==> src/include/dmem_consts.svh <==
`ifndef DMEM_CONSTS_SVH
`define DMEM_CONSTS_SVH

// Data memory geometry
`define DMEM_BYTES 4096                 // Byte-addressed, power of two
`define DMEM_AW $clog2(`DMEM_BYTES)     // Address bits kept, upper bits wrap

// Core data path
`define XLEN 32                         // Register and bus width
`define XLEN_BYTES (`XLEN / 8)          // Byte lanes per word

// Commit path queues
`define CQ_DEPTH 4                      // Entries in each commit queue

`endif

==> src/hw/dmem_pkg.sv <==
`include "dmem_consts.svh"

package dmem_pkg;

    // RISC-V funct3 encodings for loads and stores
    typedef enum logic [2:0] {
        MEM_B  = 3'b000,                // LB / SB
        MEM_H  = 3'b001,                // LH / SH
        MEM_W  = 3'b010,                // LW / SW
        MEM_BU = 3'b100,                // LBU, load only
        MEM_HU = 3'b101                 // LHU, load only
    } mem_size_e;

    // One word seen as byte lanes, lane 0 at the lowest address
    typedef logic [`XLEN_BYTES-1:0][7:0] lanes_t;

    // Speculative load from the load/store unit
    typedef struct packed {
        logic              valid;
        mem_size_e         funct3;
        logic [`XLEN-1:0]  address;
    } load_req_t;

    typedef struct packed {
        logic              valid;       // One-cycle pulse
        logic [`XLEN-1:0]  data;        // Extended load result
    } load_resp_t;

    // Retired memory op from the reorder buffer
    typedef struct packed {
        logic              is_store;
        mem_size_e         funct3;
        logic [`XLEN-1:0]  address;
        logic [`XLEN-1:0]  value;       // Store data, or the speculative load value
    } commit_req_t;

    typedef struct packed {
        logic              is_store;
        logic              exception;   // Load value changed since speculation
    } commit_resp_t;

endpackage

==> src/hw/commit_fifo.sv <==
`timescale 1ns/100ps
`include "dmem_consts.svh"

module commit_fifo import dmem_pkg::*; #(
    parameter type payload_t = commit_req_t
) (
    input  logic      clk,
    input  logic      reset,
    input  payload_t  in_data,
    input  logic      in_valid,
    output logic      in_ready,
    output payload_t  out_data,
    output logic      out_valid,
    input  logic      out_ready
);

    localparam int DEPTH = `CQ_DEPTH;
    localparam int PTR_W = (DEPTH > 1) ? $clog2(DEPTH) : 1;
    localparam int CNT_W = $clog2(DEPTH + 1);

    payload_t          entries [DEPTH];
    logic [PTR_W-1:0]  wr_ptr;
    logic [PTR_W-1:0]  rd_ptr;
    logic [CNT_W-1:0]  count;
    logic              push;
    logic              pop;

    function automatic logic [PTR_W-1:0] next_ptr(input logic [PTR_W-1:0] p);
        return (p == PTR_W'(DEPTH - 1)) ? '0 : p + 1'b1;
    endfunction

    assign in_ready  = (count != CNT_W'(DEPTH));  // Not full
    assign out_valid = (count != '0);             // Not empty
    assign push      = in_valid && in_ready;
    assign pop       = out_valid && out_ready;
    assign out_data  = entries[rd_ptr];

    always_ff @(posedge clk) begin
        if (reset) begin
            wr_ptr <= '0;
            rd_ptr <= '0;
            count  <= '0;
            for (int i = 0; i < DEPTH; i++) begin
                entries[i] <= '0;                 // Idle head reads as zero
            end
        end else begin
            if (push) begin
                entries[wr_ptr] <= in_data;
                wr_ptr          <= next_ptr(wr_ptr);
            end
            if (pop) begin
                rd_ptr <= next_ptr(rd_ptr);
            end
            case ({push, pop})
                2'b10:   count <= count + 1'b1;
                2'b01:   count <= count - 1'b1;
                default: count <= count;          // Idle, or push and pop together
            endcase
        end
    end

endmodule

==> config.mk <==
export PLATFORM = sky130hd
export DESIGN_NAME = commit_fifo
export DESIGN_NICKNAME = d
export VERILOG_FILES = /design/src/hw/dmem_pkg.sv /design/src/hw/commit_fifo.sv
export VERILOG_INCLUDE_DIRS = /design/src /design/src/include
export SDC_FILE = /design/constraint.sdc
export NUM_CORES = 1
export LEC_CHECK = 0
export ABC_AREA = 1
export BUFFER_PORTS_ARGS = -buffer_cell sky130_fd_sc_hd__clkbuf_2
export CORE_UTILIZATION = 49
export DETAILED_ROUTE_END_ITERATION = 16
export PLACE_DENSITY_LB_ADDON = 0.12
export SYNTH_ARGS = -nofsm -noshare
export SYNTH_HDL_FRONTEND = slang
export SYNTH_SLANG_ARGS = --single-unit
==> constraint.sdc <==
create_clock -name clk -period 8.7 [get_ports clk]
set_input_delay 1.74 -clock clk [delete_from_list [all_inputs] [get_ports clk]]
set_output_delay 1.74 -clock clk [all_outputs]
set_load 0.01 [all_outputs]
; ---- Word level (Yosys, flattened, before mapping)
; Memories as Yosys holds them, arrays and structs flattened. A register that Yosys moved wholly into a read port is not among the register bits.
; Cells that the tools add are included.
; Widths: inputs -> output; s select.
[op_classes]
addsub = 4
eq_ne = 5
n_mux = 13
reduce_logical = 5
[ops]
columns = op, n
row1 = $mux 68, 1
row2 = $reduce_or 68->1, 1
row3 = $mux 2, 5
row4 = $eq 2x2->1 const B, 3
row5 = $mux 1, 6
row6 = $pmux 3 s2, 1
row7 = $add 2x1->2 const B, 2
row8 = $add 3x1->3 const B, 1
row9 = $ne 3x3->1 const B, 1
row10 = $reduce_bool 3->1, 1
row11 = $sub 3x1->3 const B, 1
row12 = $eq 2x1->1 const B, 1
row13 = $logic_and 1x1->1, 2
row14 = $reduce_bool 2->1, 1
[totals]
regBits = 7
ramBits = 272
output_inout_bits = 70
elab_cells = 31
memories = 1
[memory_table]
columns = name, depth, width, rd, rd_clocked_by_memory_dff, write_ports, line_no
row1 = entries, 4, 68, 1, 1, 4, commit_fifo.sv:21  ; payload_t entries [DEPTH];

; ---- Depth between registers and ports, before layout
; Gate-level depths: netlist of the first run.
[depth]
ltp_word = 7
mapped_depth = 13
mapped_depth_nobuf = 13

; ---- Least setup slack after synthesis of the first run
; Ideal clock, no wire load.
[synth_path]
path_kind = input to register
from = input port reset
to = memory entries[1][0] (netlist bit), enable pin
setup_time_ns = 0.588
t_arrival_ns = 7.010
required_ns = 8.112
slack_ns = 1.102
path_stages = 4
path_buffers = 1
path_cell_list = inv_1 nand4_2 buf_2 o21ai_0
[synth_rtl]
columns = item, line_no
row1 = "start, declared", commit_fifo.sv:8  ; input logic reset,
row2 = "end, declared", commit_fifo.sv:21

==> results of run 1 <==
==> power breakdown <==
| part | switching (W) | leakage [nW] | total, W | internal, W |
|---|---|---|---|---|
| Sequential | 0.0000714 | 2.90 | 0.00175 | 0.00168 |
| Combinational | 0.000843 | 2.19 | 0.00120 | 0.000353 |
| Clock | 0.000515 | 0.512 | 0.00134 | 0.000824 |
==> through the flow <==
| stage | instance area, sq um | power, W | setup WS [ps] |
|---|---|---|---|
| 6_report | 14600 | 0.00429 | 3910 |
| 5_1_grt | 14600 | 0.00450 | 3720 |
| 4_1_cts | 14600 | 0.00432 | 3900 |
| 3_5_place_dp | 13600 | 0.00299 | 3440 |
| 3_3_place_gp | 13600 | 0.00296 | 3500 |
| 2_1_floorplan | 12800 | 0.00253 | 1100 |
==> cell families (layout without fill, tap and decap cells) <==
kind of cell             count (synthesis)  count (layout)  share of synthesized area (%)
AND/OR/NAND/NOR                        433             433                           18.9
flip-flops                             281             281                           65.4
buffers and inverters                  176             292                           6.22
AO/OA/AOI/OAI                          215             215                           9.09
adder cells (fa/ha/maj)                  4               4                          0.451
==> metal layers <==
metal  routed length [um]  vias up  global-route usage (%)
li1                     -     4159                       -
met1                13700     4397                    32.6
met2                15100      256                    40.9
met3                 1580       49                    2.69
met4                  651        0                    6.37
met5                    0        -                       0
==> layout make-up <==
| type | count | share of cell area, % |
|---|---|---|
| Tap cell | 330 | 2.82 |
| Multi-Input combinational cell | 652 | 25.3 |
| Clock buffer | 35 | 5.41 |
| Inverter | 81 | 2.11 |
| Clock inverter | 21 | 1.70 |
| Sequential cell | 281 | 57.1 |
| Timing Repair Buffer | 155 | 5.54 |
==> cells in the final DEF, fill, tap and decap left out, drive strengths merged, types with 6 or more instances in the layout <==
cell / n
edfxtp: 272
nor2: 213
nor3: 204
clkbuf: 176
o21ai: 145
inv: 82
o22ai: 68
buf: 14
clkinv: 14
nand2: 10
dfxtp: 9
bufinv: 6
==> sequential cells by signal (all words and copies together), names as in the netlist, named ones only <==
register and count:
rd_ptr 2, entries 272, wr_ptr 2, count 3
==> worst paths after layout <==
path                            cells after the start       from              to
worst max-delay path                                5       flop    out_data[19]
worst min-delay path                                2  rd_ptr[1]            flop
worst max register to register                      6  wr_ptr[1]  entries[3][48]
worst min register to register                      2  rd_ptr[1]            flop
==> worst register-to-register path, stage by stage (launching register included) <==
cell and delay [ps]:
dfxtp_4 590, inv_4 470, nand4_4 260, buf_4 730, inv_1 200, nor2_4 720, buf_4 680
==> reports/results.tsv, run 1 <==
stage	metric	value	unit
clock_network	clock transition time at the flip-flop clock pins of the worst setup and hold paths	60	ps
run_status	outcome	finished clean	
yosys	top cells by area, synth	edfxtp_1 64%, nor3_2 7.8%, nor2_1 6.3%	
timing	hold_ws	507	ps
yosys	area share of the largest cell type after synthesis	64.0	%
setup_path	Cell Chain, Critical Path	inv_4, buf_4, o21ai_0, o22ai_1, clkbuf_2	
place	dpl hpwl	16200	um
setup_path	Worst Setup Start Kind	flop	
yosys	leading cell types by count after synthesis	272 x edfxtp_1, 213 x nor2_1, 143 x o21ai_0	
route	routed via count	8861	
floorplanning	Die X-Extent	163	um
setup_path	critical path class	flop to primary output	
yosys	#FFs+latches synth	281	
route	drt wl/cell	19.9	um
setup_path	CP max-delay cell	buf_4	
job	MaxCap Viol Count	0	
timing	Slew headroom	25.3	%
clock_network	Hold Buf Count CTS	0	
finish	Final Util	57.6	%
route	Iter 0 DRT Violations	743	
timing	post-route minimum period	4790	ps
setup_path	largest delay contributor family on the critical path	buffers and inverters	
setup_path	crit end category	primary output	
place	I/O Buffers	141	
timing	Hold Vio Cnt, Final	0	
yosys	Post-Synthesis Net Count	1185	
route	final wirelength	31000	um
setup_path	critical path arrival	3050	ps
yosys	most used flip-flop cell after synthesis	edfxtp_1	
clock_network	post-cts gate resize count	0	
timing	Setup TNS Final	0	ps
route	drt pass-1 iters	4	
yosys	sequential share of the synthesized area	65.4	%
timing	worst-margin pin slew	1120	ps
clock_network	Root Driver	clkbuf_16	
yosys	YS warnings	0	
global_routing	vias in the first global route	9055	
yosys	Cell variety after synth	25	
route	ANT nets after route	0	
floorplanning	die height	163	um
global_routing	global-route wire length before repair	49500	um
yosys	Post-Syn Area	0.0128	sq mm
yosys	fraction of registers with async set/reset	0	%
global_routing	Total GRT Usage	24.0	%
global_routing	initial antenna violation count	0	
power_and_ir_drop	LEAKAGE	5.60	nW
global_routing	total congestion overflow	0	
finish	ratio of cells with drive above 1 in the final layout	25.6	%
setup_path	Buf/Inv on CP	3	
finish	non-filler instance count after layout	1555	
yosys	EDFF count, synth	272	
setup_path	CP max stage delay	890	ps
yosys	syn avg cell area	11.5	sq um
clock_network	clock sink count	281	
clock_network	Setup Buffers After CTS	0	
finish	Antenna diodes	0	
power_and_ir_drop	pwr/cell area	293	mW/mm^2
finish	multi-input combinational cell area	0.00370	sq mm
min_path	Hold Crit Class	flop to flop	
clock_network	CTS H-tree lvls	1	
finish	Sequential Area	0.00836	sq mm
clock_network	TritonCTS clock tree	done	
global_routing	largest net degree at the start of global routing	107	
floorplanning	core footprint	0.0254	sq mm
route	DRC	0	
place	Placer Congestion	0.723	
setup_path	critical path fanouts, max	106	
floorplanning	I/O pins	142	
finish	Area growth syn-to-layout	14.6	%
timing	max-slew violations	0	
yosys	post-synthesis cell count	1109	
setup_path	WP data required	6960	ps
setup_path	reg2reg setup slack	4640	ps
place	Post-Place Cells	1499	
timing	f_max	209	MHz
route	Via density	5.70	
power_and_ir_drop	VDD IR max	0.149	mV
clock_network	clk_lat worst skew	550	ps
floorplanning	die area	0.0267	sq mm
yosys	most common cell in the netlist	edfxtp_1	
timing	unrepaired setup endpoints after global routing	no	
floorplanning	Cell Rows	58	
yosys	largest area contributor in the netlist	edfxtp_1	
floorplanning	Initial Util	50.3	%
clock_network	CTS max path bufs	3	
timing	Setup violations, final	0	
clock_network	TritonCTS buffer count	30	
timing	Layout Skew	15.2	ps
finish	Nets	1277	
timing	period utilisation layout	55.1	%
finish	# fillers	2220	
(Power assumes the default switching activity.)
==> run 2, diff against run 1 <==
ABC_AREA = 0   (was 1)
clock period = 4.1 ns   (was 8.7 ns; I/O delays follow)
==> run 2 against run 1 <==
Effect of this change:
- synthesized cell count down 36%
- core utilization up 0.25 points
- first-iteration DRC count down 56%
- final area down 3.8%
- synthesized area down 4.7%
- non-clock buffer count down 3
- die area down 4.7%
- setup slack worse by 3100 ps
- worst hold slack worse by 24 ps
- clock skew down 5.5 ps
- flip-flop and latch count unchanged
==> reports/results.tsv, run 2 <==
stage	metric	value	unit	change
run_status	outcome	finished clean		unchanged
min_path	Hold Crit Class	flop to flop		unchanged
route	DRT met1 WL	10800	um	was 13700 um
yosys	#FFs+latches synth	281		unchanged
clock_network	Setup Buffers After CTS	0		unchanged
timing	unrepaired setup endpoints after global routing	no		unchanged
route	DR WL met3	1740	um	was 1580 um
clock_network	TritonCTS clock tree	done		unchanged
yosys	leading cell types by count after synthesis	272 x and2_1, 272 x edfxtp_1, 68 x mux4_2		was 272 x edfxtp_1, 213 x nor2_1, 143 x o21ai_0
global_routing	vias in the first global route	7018		was 9055
power_and_ir_drop	LEAKAGE	5.31	nW	was 5.60 nW
route	DRC	0		unchanged
place	dpl hpwl	13900	um	was 16200 um
setup_path	critical path arrival	2440	ps	was 3050 ps
timing	period utilisation layout	79.4	%	
global_routing	total congestion overflow	0		unchanged
job	MaxCap Viol Count	0		unchanged
setup_path	critical path class	flop to primary output		unchanged
timing	Layout Skew	9.78	ps	was 15.2 ps
floorplanning	die height	160	um	was 163 um
clock_network	clock sink count	281		unchanged
route	uppermost layer routed	met4		unchanged
floorplanning	Die X-Extent	160	um	was 163 um
yosys	xor-xnor portion of the synthesized cell area	0.144	%	was 0%
yosys	EDFF count, synth	272		unchanged
yosys	Post-Synth Simple-Gate Area	15.4	%	was 18.9%
yosys	Post-Syn Area	0.0122	sq mm	was 0.0128 sq mm
yosys	fraction of registers with async set/reset	0	%	unchanged
finish	Largest Register	entries		unchanged
timing	max-slew violations	0		unchanged
yosys	mux contribution to synthesized area	12.7	%	was 0%
min_path	Hold Startpoint	rd_ptr[0]		was rd_ptr[1]
place	DP Worst Slack	1190	ps	was 3440 ps
clock_network	clock transition time at the flip-flop clock pins of the worst setup and hold paths	60	ps	about the same
clock_network	clk_lat worst skew	530	ps	was 550 ps
yosys	syn avg cell area	17.2	sq um	was 11.5 sq um
finish	Area growth syn-to-layout	15.6	%	was 14.6%
place	Placer Congestion	0.709		was 0.723
setup_path	critical path fanouts, max	29		was 106
clock_network	CTS max path bufs	3		unchanged
timing	worst-margin pin slew	1100	ps	was 1120 ps
power_and_ir_drop	VDD IR max	0.336	mV	was 0.149 mV
setup_path	reg2reg path depth	9		was 6
global_routing	global-route wire length before repair	39600	um	was 49500 um
yosys	post-synthesis cell count	709		was 1109
finish	ratio of cells with drive above 1 in the final layout	31.4	%	was 25.6%
finish	Nets	923		was 1277
setup_path	reg2reg setup slack	1540	ps	was 4640 ps
setup_path	WP data required	3280	ps	was 6960 ps
yosys	most used flip-flop cell after synthesis	edfxtp_1		unchanged
yosys	largest family of logic cells by synthesized area	simple AND/OR/NAND/NOR gates		unchanged
power_and_ir_drop	sequential share of power	48.5	%	was 40.9%
setup_path	RR Endpoint	count[2]		was entries[3][48]
place	I/O Buffers	141		unchanged
route	drt wl/cell	21.2	um	was 19.9 um
yosys	Post-Synthesis Net Count	785		was 1185
setup_path	Worst Setup Start Kind	flop		unchanged
global_routing	Total GRT Usage	20.4	%	was 24.0%
global_routing	largest net degree at the start of global routing	69		was 107
yosys	Cell variety after synth	29		was 25
route	routed via count	6392		was 8861
power_and_ir_drop	pwr/cell area	533	mW/mm^2	was 293 mW/mm^2
global_routing	initial antenna violation count	3		was 0
power_and_ir_drop	Pint	0.00556	W	was 0.00286 W
power_and_ir_drop	combinational share of power	19.0	%	was 27.9%
route	drt pass-1 iters	4		unchanged
finish	top flop regs	entries (272), count (3)		unchanged
timing	hold_ws	483	ps	was 507 ps
route	final wirelength	25300	um	was 31000 um
finish	Final Util	57.8	%	was 57.6%
clock_network	CTS H-tree lvls	1		unchanged
floorplanning	Cell Rows	57		was 58
yosys	YS warnings	0		unchanged
route	Iter 0 DRT Violations	329		was 743
power_and_ir_drop	Net Sw Frac	25.8	%	was 33.3%
clock_network	Hold Buf Count CTS	0		unchanged
timing	Hold Vio Cnt, Final	0		unchanged
floorplanning	die area	0.0255	sq mm	was 0.0267 sq mm
finish	most frequent cells in the layout	272 x and2_1, 272 x edfxtp_1, 141 x clkbuf_2, 68 x mux4_2, 29 x clkbuf_16		was 272 x edfxtp_1, 212 x nor2_1, 141 x clkbuf_2, 140 x o21ai_0, 104 x nor3_1
power_and_ir_drop	clock power share	32.5	%	was 31.2%
yosys	complex-gate fraction of the synthesized area	0.473	%	was 9.09%
min_path	worst hold path cell count	2		unchanged
timing	Setup violations, final	0		unchanged
yosys	area share of the largest cell type after synthesis	67.1	%	was 64.0%
floorplanning	core footprint	0.0243	sq mm	was 0.0254 sq mm
finish	max reg flops	272		unchanged
clock_network	Root Driver	clkbuf_16		unchanged
floorplanning	Initial Util	50.0	%	was 50.3%
route	Via density	5.37		was 5.70
clock_network	TritonCTS buffer count	29		was 30
timing	Worst Setup Slack, final	843	ps	was 3910 ps
timing	f_max	307	MHz	
timing	Slew headroom	26.5	%	was 25.3%
power_and_ir_drop	P_sw	0.00193	W	was 0.00143 W
route	Routed met2 length	12500	um	was 15100 um
timing	Setup TNS Final	0	ps	unchanged
yosys	sequential share of the synthesized area	68.6	%	was 65.4%
clock_network	post-cts gate resize count	0		unchanged
setup_path	R2R Path Start	count[2]		was wr_ptr[1]
route	ANT nets after route	0		unchanged
yosys	top cells by area, synth	edfxtp_1 67%, and2_1 14%, mux4_2 13%		was edfxtp_1 64%, nor3_2 7.8%, nor2_1 6.3%
setup_path	crit end category	primary output		unchanged
floorplanning	I/O pins	142		unchanged
yosys	largest area contributor in the netlist	edfxtp_1		unchanged
yosys	adder-cell share of the synthesized area	0.473	%	was 0.451%
timing	post-route minimum period	3260	ps	
==> run 2: cell count changes in the layout (fill, tap and decap cells not counted), moves of 4 or more <==
cell | before | now
nor3_1 | 104 | 0
o21ai_0 | 140 | 3
buf_12 | 0 | 4
and2_1 | 0 | 272
nor3_2 | 100 | 0
nor2_1 | 212 | 4
clkinv_1 | 8 | 2
buf_4 | 14 | 7
nand2_1 | 9 | 2
mux4_2 | 0 | 68
o22ai_1 | 68 | 0
bufinv_16 | 6 | 1
inv_1 | 77 | 6
==> run 2: worst max-delay path by stage <==
stage | cells past startpoint | slack, ps | to | from
after floorplan | 4 | 580 | entries[1][0] | reset
after global placement | 5 | 1270 | entries[2][58] | reset
after detailed placement | 5 | 1190 | entries[2][50] | reset
after CTS | 3 | 730 | out_data[20] | flop
after global routing | 3 | 660 | out_data[20] | flop
final | 3 | 840 | out_data[20] | flop
==> run 2: power groups by stage <==
stage | clock network [W] | logic [W] | registers, W
after global placement | 0 | 0.00144 | 0.00369
after detailed placement | 0 | 0.00145 | 0.00371
after global routing | 0.00259 | 0.00154 | 0.00368
final | 0.00243 | 0.00142 | 0.00364
after CTS | 0.00248 | 0.00145 | 0.00365
after floorplan | 0 | 0.00102 | 0.00357
==> run 2: per-stage QoR <==
stage	instances	instance area (sq um)	total power (W)
finish	1190	14100	0.00749
global route	1188	14100	0.00781
CTS	1188	14100	0.00758
detailed placement	1140	13200	0.00516
global placement	1140	13200	0.00512
floorplan	709	12200	0.00459
==> run 2: final cells by class <==
class	instances	area [sq um]
clock buffers	39	793
clock inverters	9	71.3
multi-input cells	377	3570
fillers	1922	10300
diodes	2	5.00
repair buffers	152	838
well taps	324	405
flip-flops and latches	281	8360
inverters	6	22.5
==> run 2: per-layer routing <==
| metal | vias up | global-route usage (%) |
|---|---|---|
| met5 | - | 0 |
| met4 | 0 | 4.02 |
| met3 | 24 | 4.56 |
| met2 | 188 | 35.0 |
| met1 | 3282 | 26.9 |
| li1 | 2898 | - |
==> run 2: critical path, cell delays in order, from the launching register on <==
cell	delay (ps)
dfxtp_4	740
buf_4	430
mux4_2	570
clkbuf_2	150
==> run 2: kinds of logic (layout without fill, tap and decap cells) <==
| group | count (synthesis) | in the layout |
|---|---|---|
| fa+ha+maj | 4 | 4 |
| buf+inv | 51 | 206 |
| compound gates | 10 | 10 |
| other cells | 0 | 2 |
| mux | 69 | 69 |
| simple gates | 292 | 292 |
| flops | 281 | 281 |
| xor+xnor | 2 | 2 |
==> run 3, diff against run 2 <==
clock period = 3.3 ns   (was 4.1 ns; I/O delays follow)
==> run 3 against run 2 <==
Effect of this change:
- setup slack got worse by 360 ps
- die area unchanged
- global-route usage is essentially flat
- core utilization grew 0.32 points
- worst hold slack got worse by 62 ps
- non-clock buffer count increased by 7
- critical endpoint is now out_data[37]
- highest routed layer unchanged
==> reports/results.tsv, run 3 (synthesis results as in run 2) <==
stage	metric	value	unit	change
floorplanning	die area	0.0255	sq mm	unchanged
route	final wirelength	25200	um	was 25300 um
finish	top flop regs	entries (272), count (3)		unchanged
finish	Nets	930		was 923
route	drt wl/cell	21.0	um	was 21.2 um
setup_path	critical path class	flop to primary output		unchanged
finish	ratio of cells with drive above 1 in the final layout	31.4	%	about the same
global_routing	total congestion overflow	0		unchanged
setup_path	reg2reg setup slack	690	ps	was 1540 ps
floorplanning	Die X-Extent	160	um	unchanged
global_routing	global-route wire length before repair	39300	um	was 39600 um
timing	f_max	355	MHz	
min_path	worst hold path cell count	2		unchanged
clock_network	Setup Buffers After CTS	0		unchanged
timing	period utilisation layout	85.3	%	
clock_network	post-cts gate resize count	0		unchanged
timing	Setup violations, final	0		unchanged
route	drt pass-1 iters	4		unchanged
global_routing	met3 usage	3.83	%	was 4.56%
min_path	Endpoint, Worst Hold	entries[1][39]		
power_and_ir_drop	LEAKAGE	5.35	nW	was 5.31 nW
global_routing	grt peak-use layer	met2		unchanged
floorplanning	Initial Util	50.0	%	unchanged
route	routed via count	6458		was 6392
route	Iter 0 DRT Violations	412		was 329
place	DP Worst Slack	715	ps	was 1190 ps
job	MaxCap Viol Count	0		unchanged
finish	non-filler instance count after layout	1201		was 1190
finish	Area growth syn-to-layout	16.3	%	was 15.6%
clock_network	CTS max path bufs	3		unchanged
clock_network	TritonCTS clock tree	done		unchanged
setup_path	reg2reg path depth	9		unchanged
global_routing	vias in the first global route	7087		was 7018
global_routing	met1 Usage GRT	26.5	%	was 26.9%
finish	Final Util	58.2	%	was 57.8%
timing	Layout Skew	24.9	ps	was 9.78 ps
timing	unrepaired setup endpoints after global routing	no		unchanged
finish	max reg flops	272		unchanged
clock_network	Hold Buf Count CTS	0		unchanged
timing	max-slew violations	0		unchanged
global_routing	Total GRT Usage	20.4	%	about the same
min_path	Hold Crit Class	primary input to flop		was flop to flop
timing	post-route minimum period	2810	ps	
power_and_ir_drop	VDD IR max	0.451	mV	was 0.336 mV
floorplanning	I/O pins	142		unchanged
finish	Largest Register	entries		unchanged
run_status	outcome	finished clean		unchanged
floorplanning	die height	160	um	unchanged
route	ANT nets after route	0		unchanged
timing	Worst Setup Slack, final	486	ps	was 843 ps
floorplanning	Cell Rows	57		unchanged
global_routing	initial antenna violation count	3		unchanged
place	I/O Buffers	141		unchanged
timing	worst-margin pin slew	816	ps	was 1100 ps
floorplanning	core footprint	0.0243	sq mm	unchanged
setup_path	Worst Setup Start Kind	flop		unchanged
clock_network	TritonCTS buffer count	29		unchanged
setup_path	critical path fanouts, max	38		was 29
finish	# fillers	1949		was 1922
setup_path	RR Endpoint	count[2]		unchanged
clock_network	clock sink count	281		unchanged
finish	most frequent cells in the layout	272 x and2_1, 272 x edfxtp_1, 141 x clkbuf_2, 68 x mux4_2, 29 x clkbuf_16		unchanged
setup_path	WP data required	2640	ps	was 3280 ps
place	Post-Place Cells	1147		was 1140
setup_path	R2R Path Start	count[2]		unchanged
power_and_ir_drop	pwr/cell area	657	mW/mm^2	was 533 mW/mm^2
setup_path	Cell Chain, Critical Path	buf_4, mux4_2, clkbuf_2		unchanged
clock_network	clk_lat worst skew	540	ps	was 530 ps
timing	Setup TNS Final	0	ps	unchanged
place	Post-Place Cell Area	0.0133	sq mm	was 0.0132 sq mm
setup_path	CP max-delay cell	dfxtp_4		unchanged
clock_network	CTS H-tree lvls	1		unchanged
finish	final instance area	0.0141	sq mm	about the same
timing	Hold Vio Cnt, Final	0		unchanged
setup_path	CP max stage delay	740	ps	about the same
setup_path	crit end category	primary output		unchanged
setup_path	critical path arrival	2150	ps	was 2440 ps
route	DRC	0		unchanged
global_routing	met2 GRT Util	35.4	%	was 35.0%
global_routing	largest net degree at the start of global routing	69		unchanged
place	Placer Congestion	0.730		was 0.709
route	Via density	5.38		was 5.37
timing	Slew headroom	45.6	%	was 26.5%
place	dpl hpwl	14300	um	was 13900 um
clock_network	Root Driver	clkbuf_16		unchanged
min_path	Hold Startpoint	in_data[39]		was rd_ptr[0]
clock_network	clock transition time at the flip-flop clock pins of the worst setup and hold paths	60	ps	about the same
## run 3: cell types whose count changed in the layout (fill, tap and decap cells not counted)
cell,before,now
buf_4,7,11
clkinv_1,2,7
buf_12,4,7
clkinv_2,5,4
clkbuf_1,7,9
clkbuf_8,3,0
clkinv_4,0,1
## run 3: area by class of cell
class,count,area (sq um),area share [%]
repair buffers,159,928,6.56
multi-input cells,377,3570,25.3
clock buffers,38,759,5.37
clock inverters,14,93.8,0.663
inverters,6,22.5,0.159
diodes,2,5.00,0.0354
flip-flops and latches,281,8360,59.1
well taps,324,405,2.87
## run 3: per-layer routing
metal	part of all wire, %	vias to the layer above
li1	-	2917
met1	42	3335
met2	50	175
met3	6.2	31
met4	1.7	0
met5	0	-
## run 3: stage by stage
| step | total power (W) | hold slack, ps |
|---|---|---|
| final | 0.00929 | 421 |
| after global routing | 0.00967 | 411 |
| after floorplan | 0.00570 | 463 |
| after CTS | 0.00940 | 398 |
| after global placement | 0.00637 | 478 |
| after detailed placement | 0.00644 | 480 |
## run 3: power breakdown
group	internal [W]	total (W)	switching, W
Combinational	0.000905	0.00189	0.000989
Clock	0.00169	0.00297	0.00128
Sequential	0.00428	0.00442	0.000141
Total	0.00688	0.00929	0.00241
## run 3: worst max-delay path by stage
stage | slack (ps) | startpoint | cells past startpoint | to
2_1_floorplan | 410 | reset | 2 | entries[3][0]
3_3_place_gp | 820 | reset | 5 | entries[1][52]
3_5_place_dp | 720 | count[2] | 9 | count[2]
4_1_cts | 430 | flop | 3 | out_data[22]
5_1_grt | 400 | flop | 3 | out_data[37]
6_report | 490 | flop | 3 | out_data[37]
## run 3: worst max-delay path, delay by kind of cell (launching register included)
| family | cells | cell delay (ps) |
|---|---|---|
| mux | 1 | 380 |
| flops | 1 | 740 |
| buf+inv | 2 | 490 |
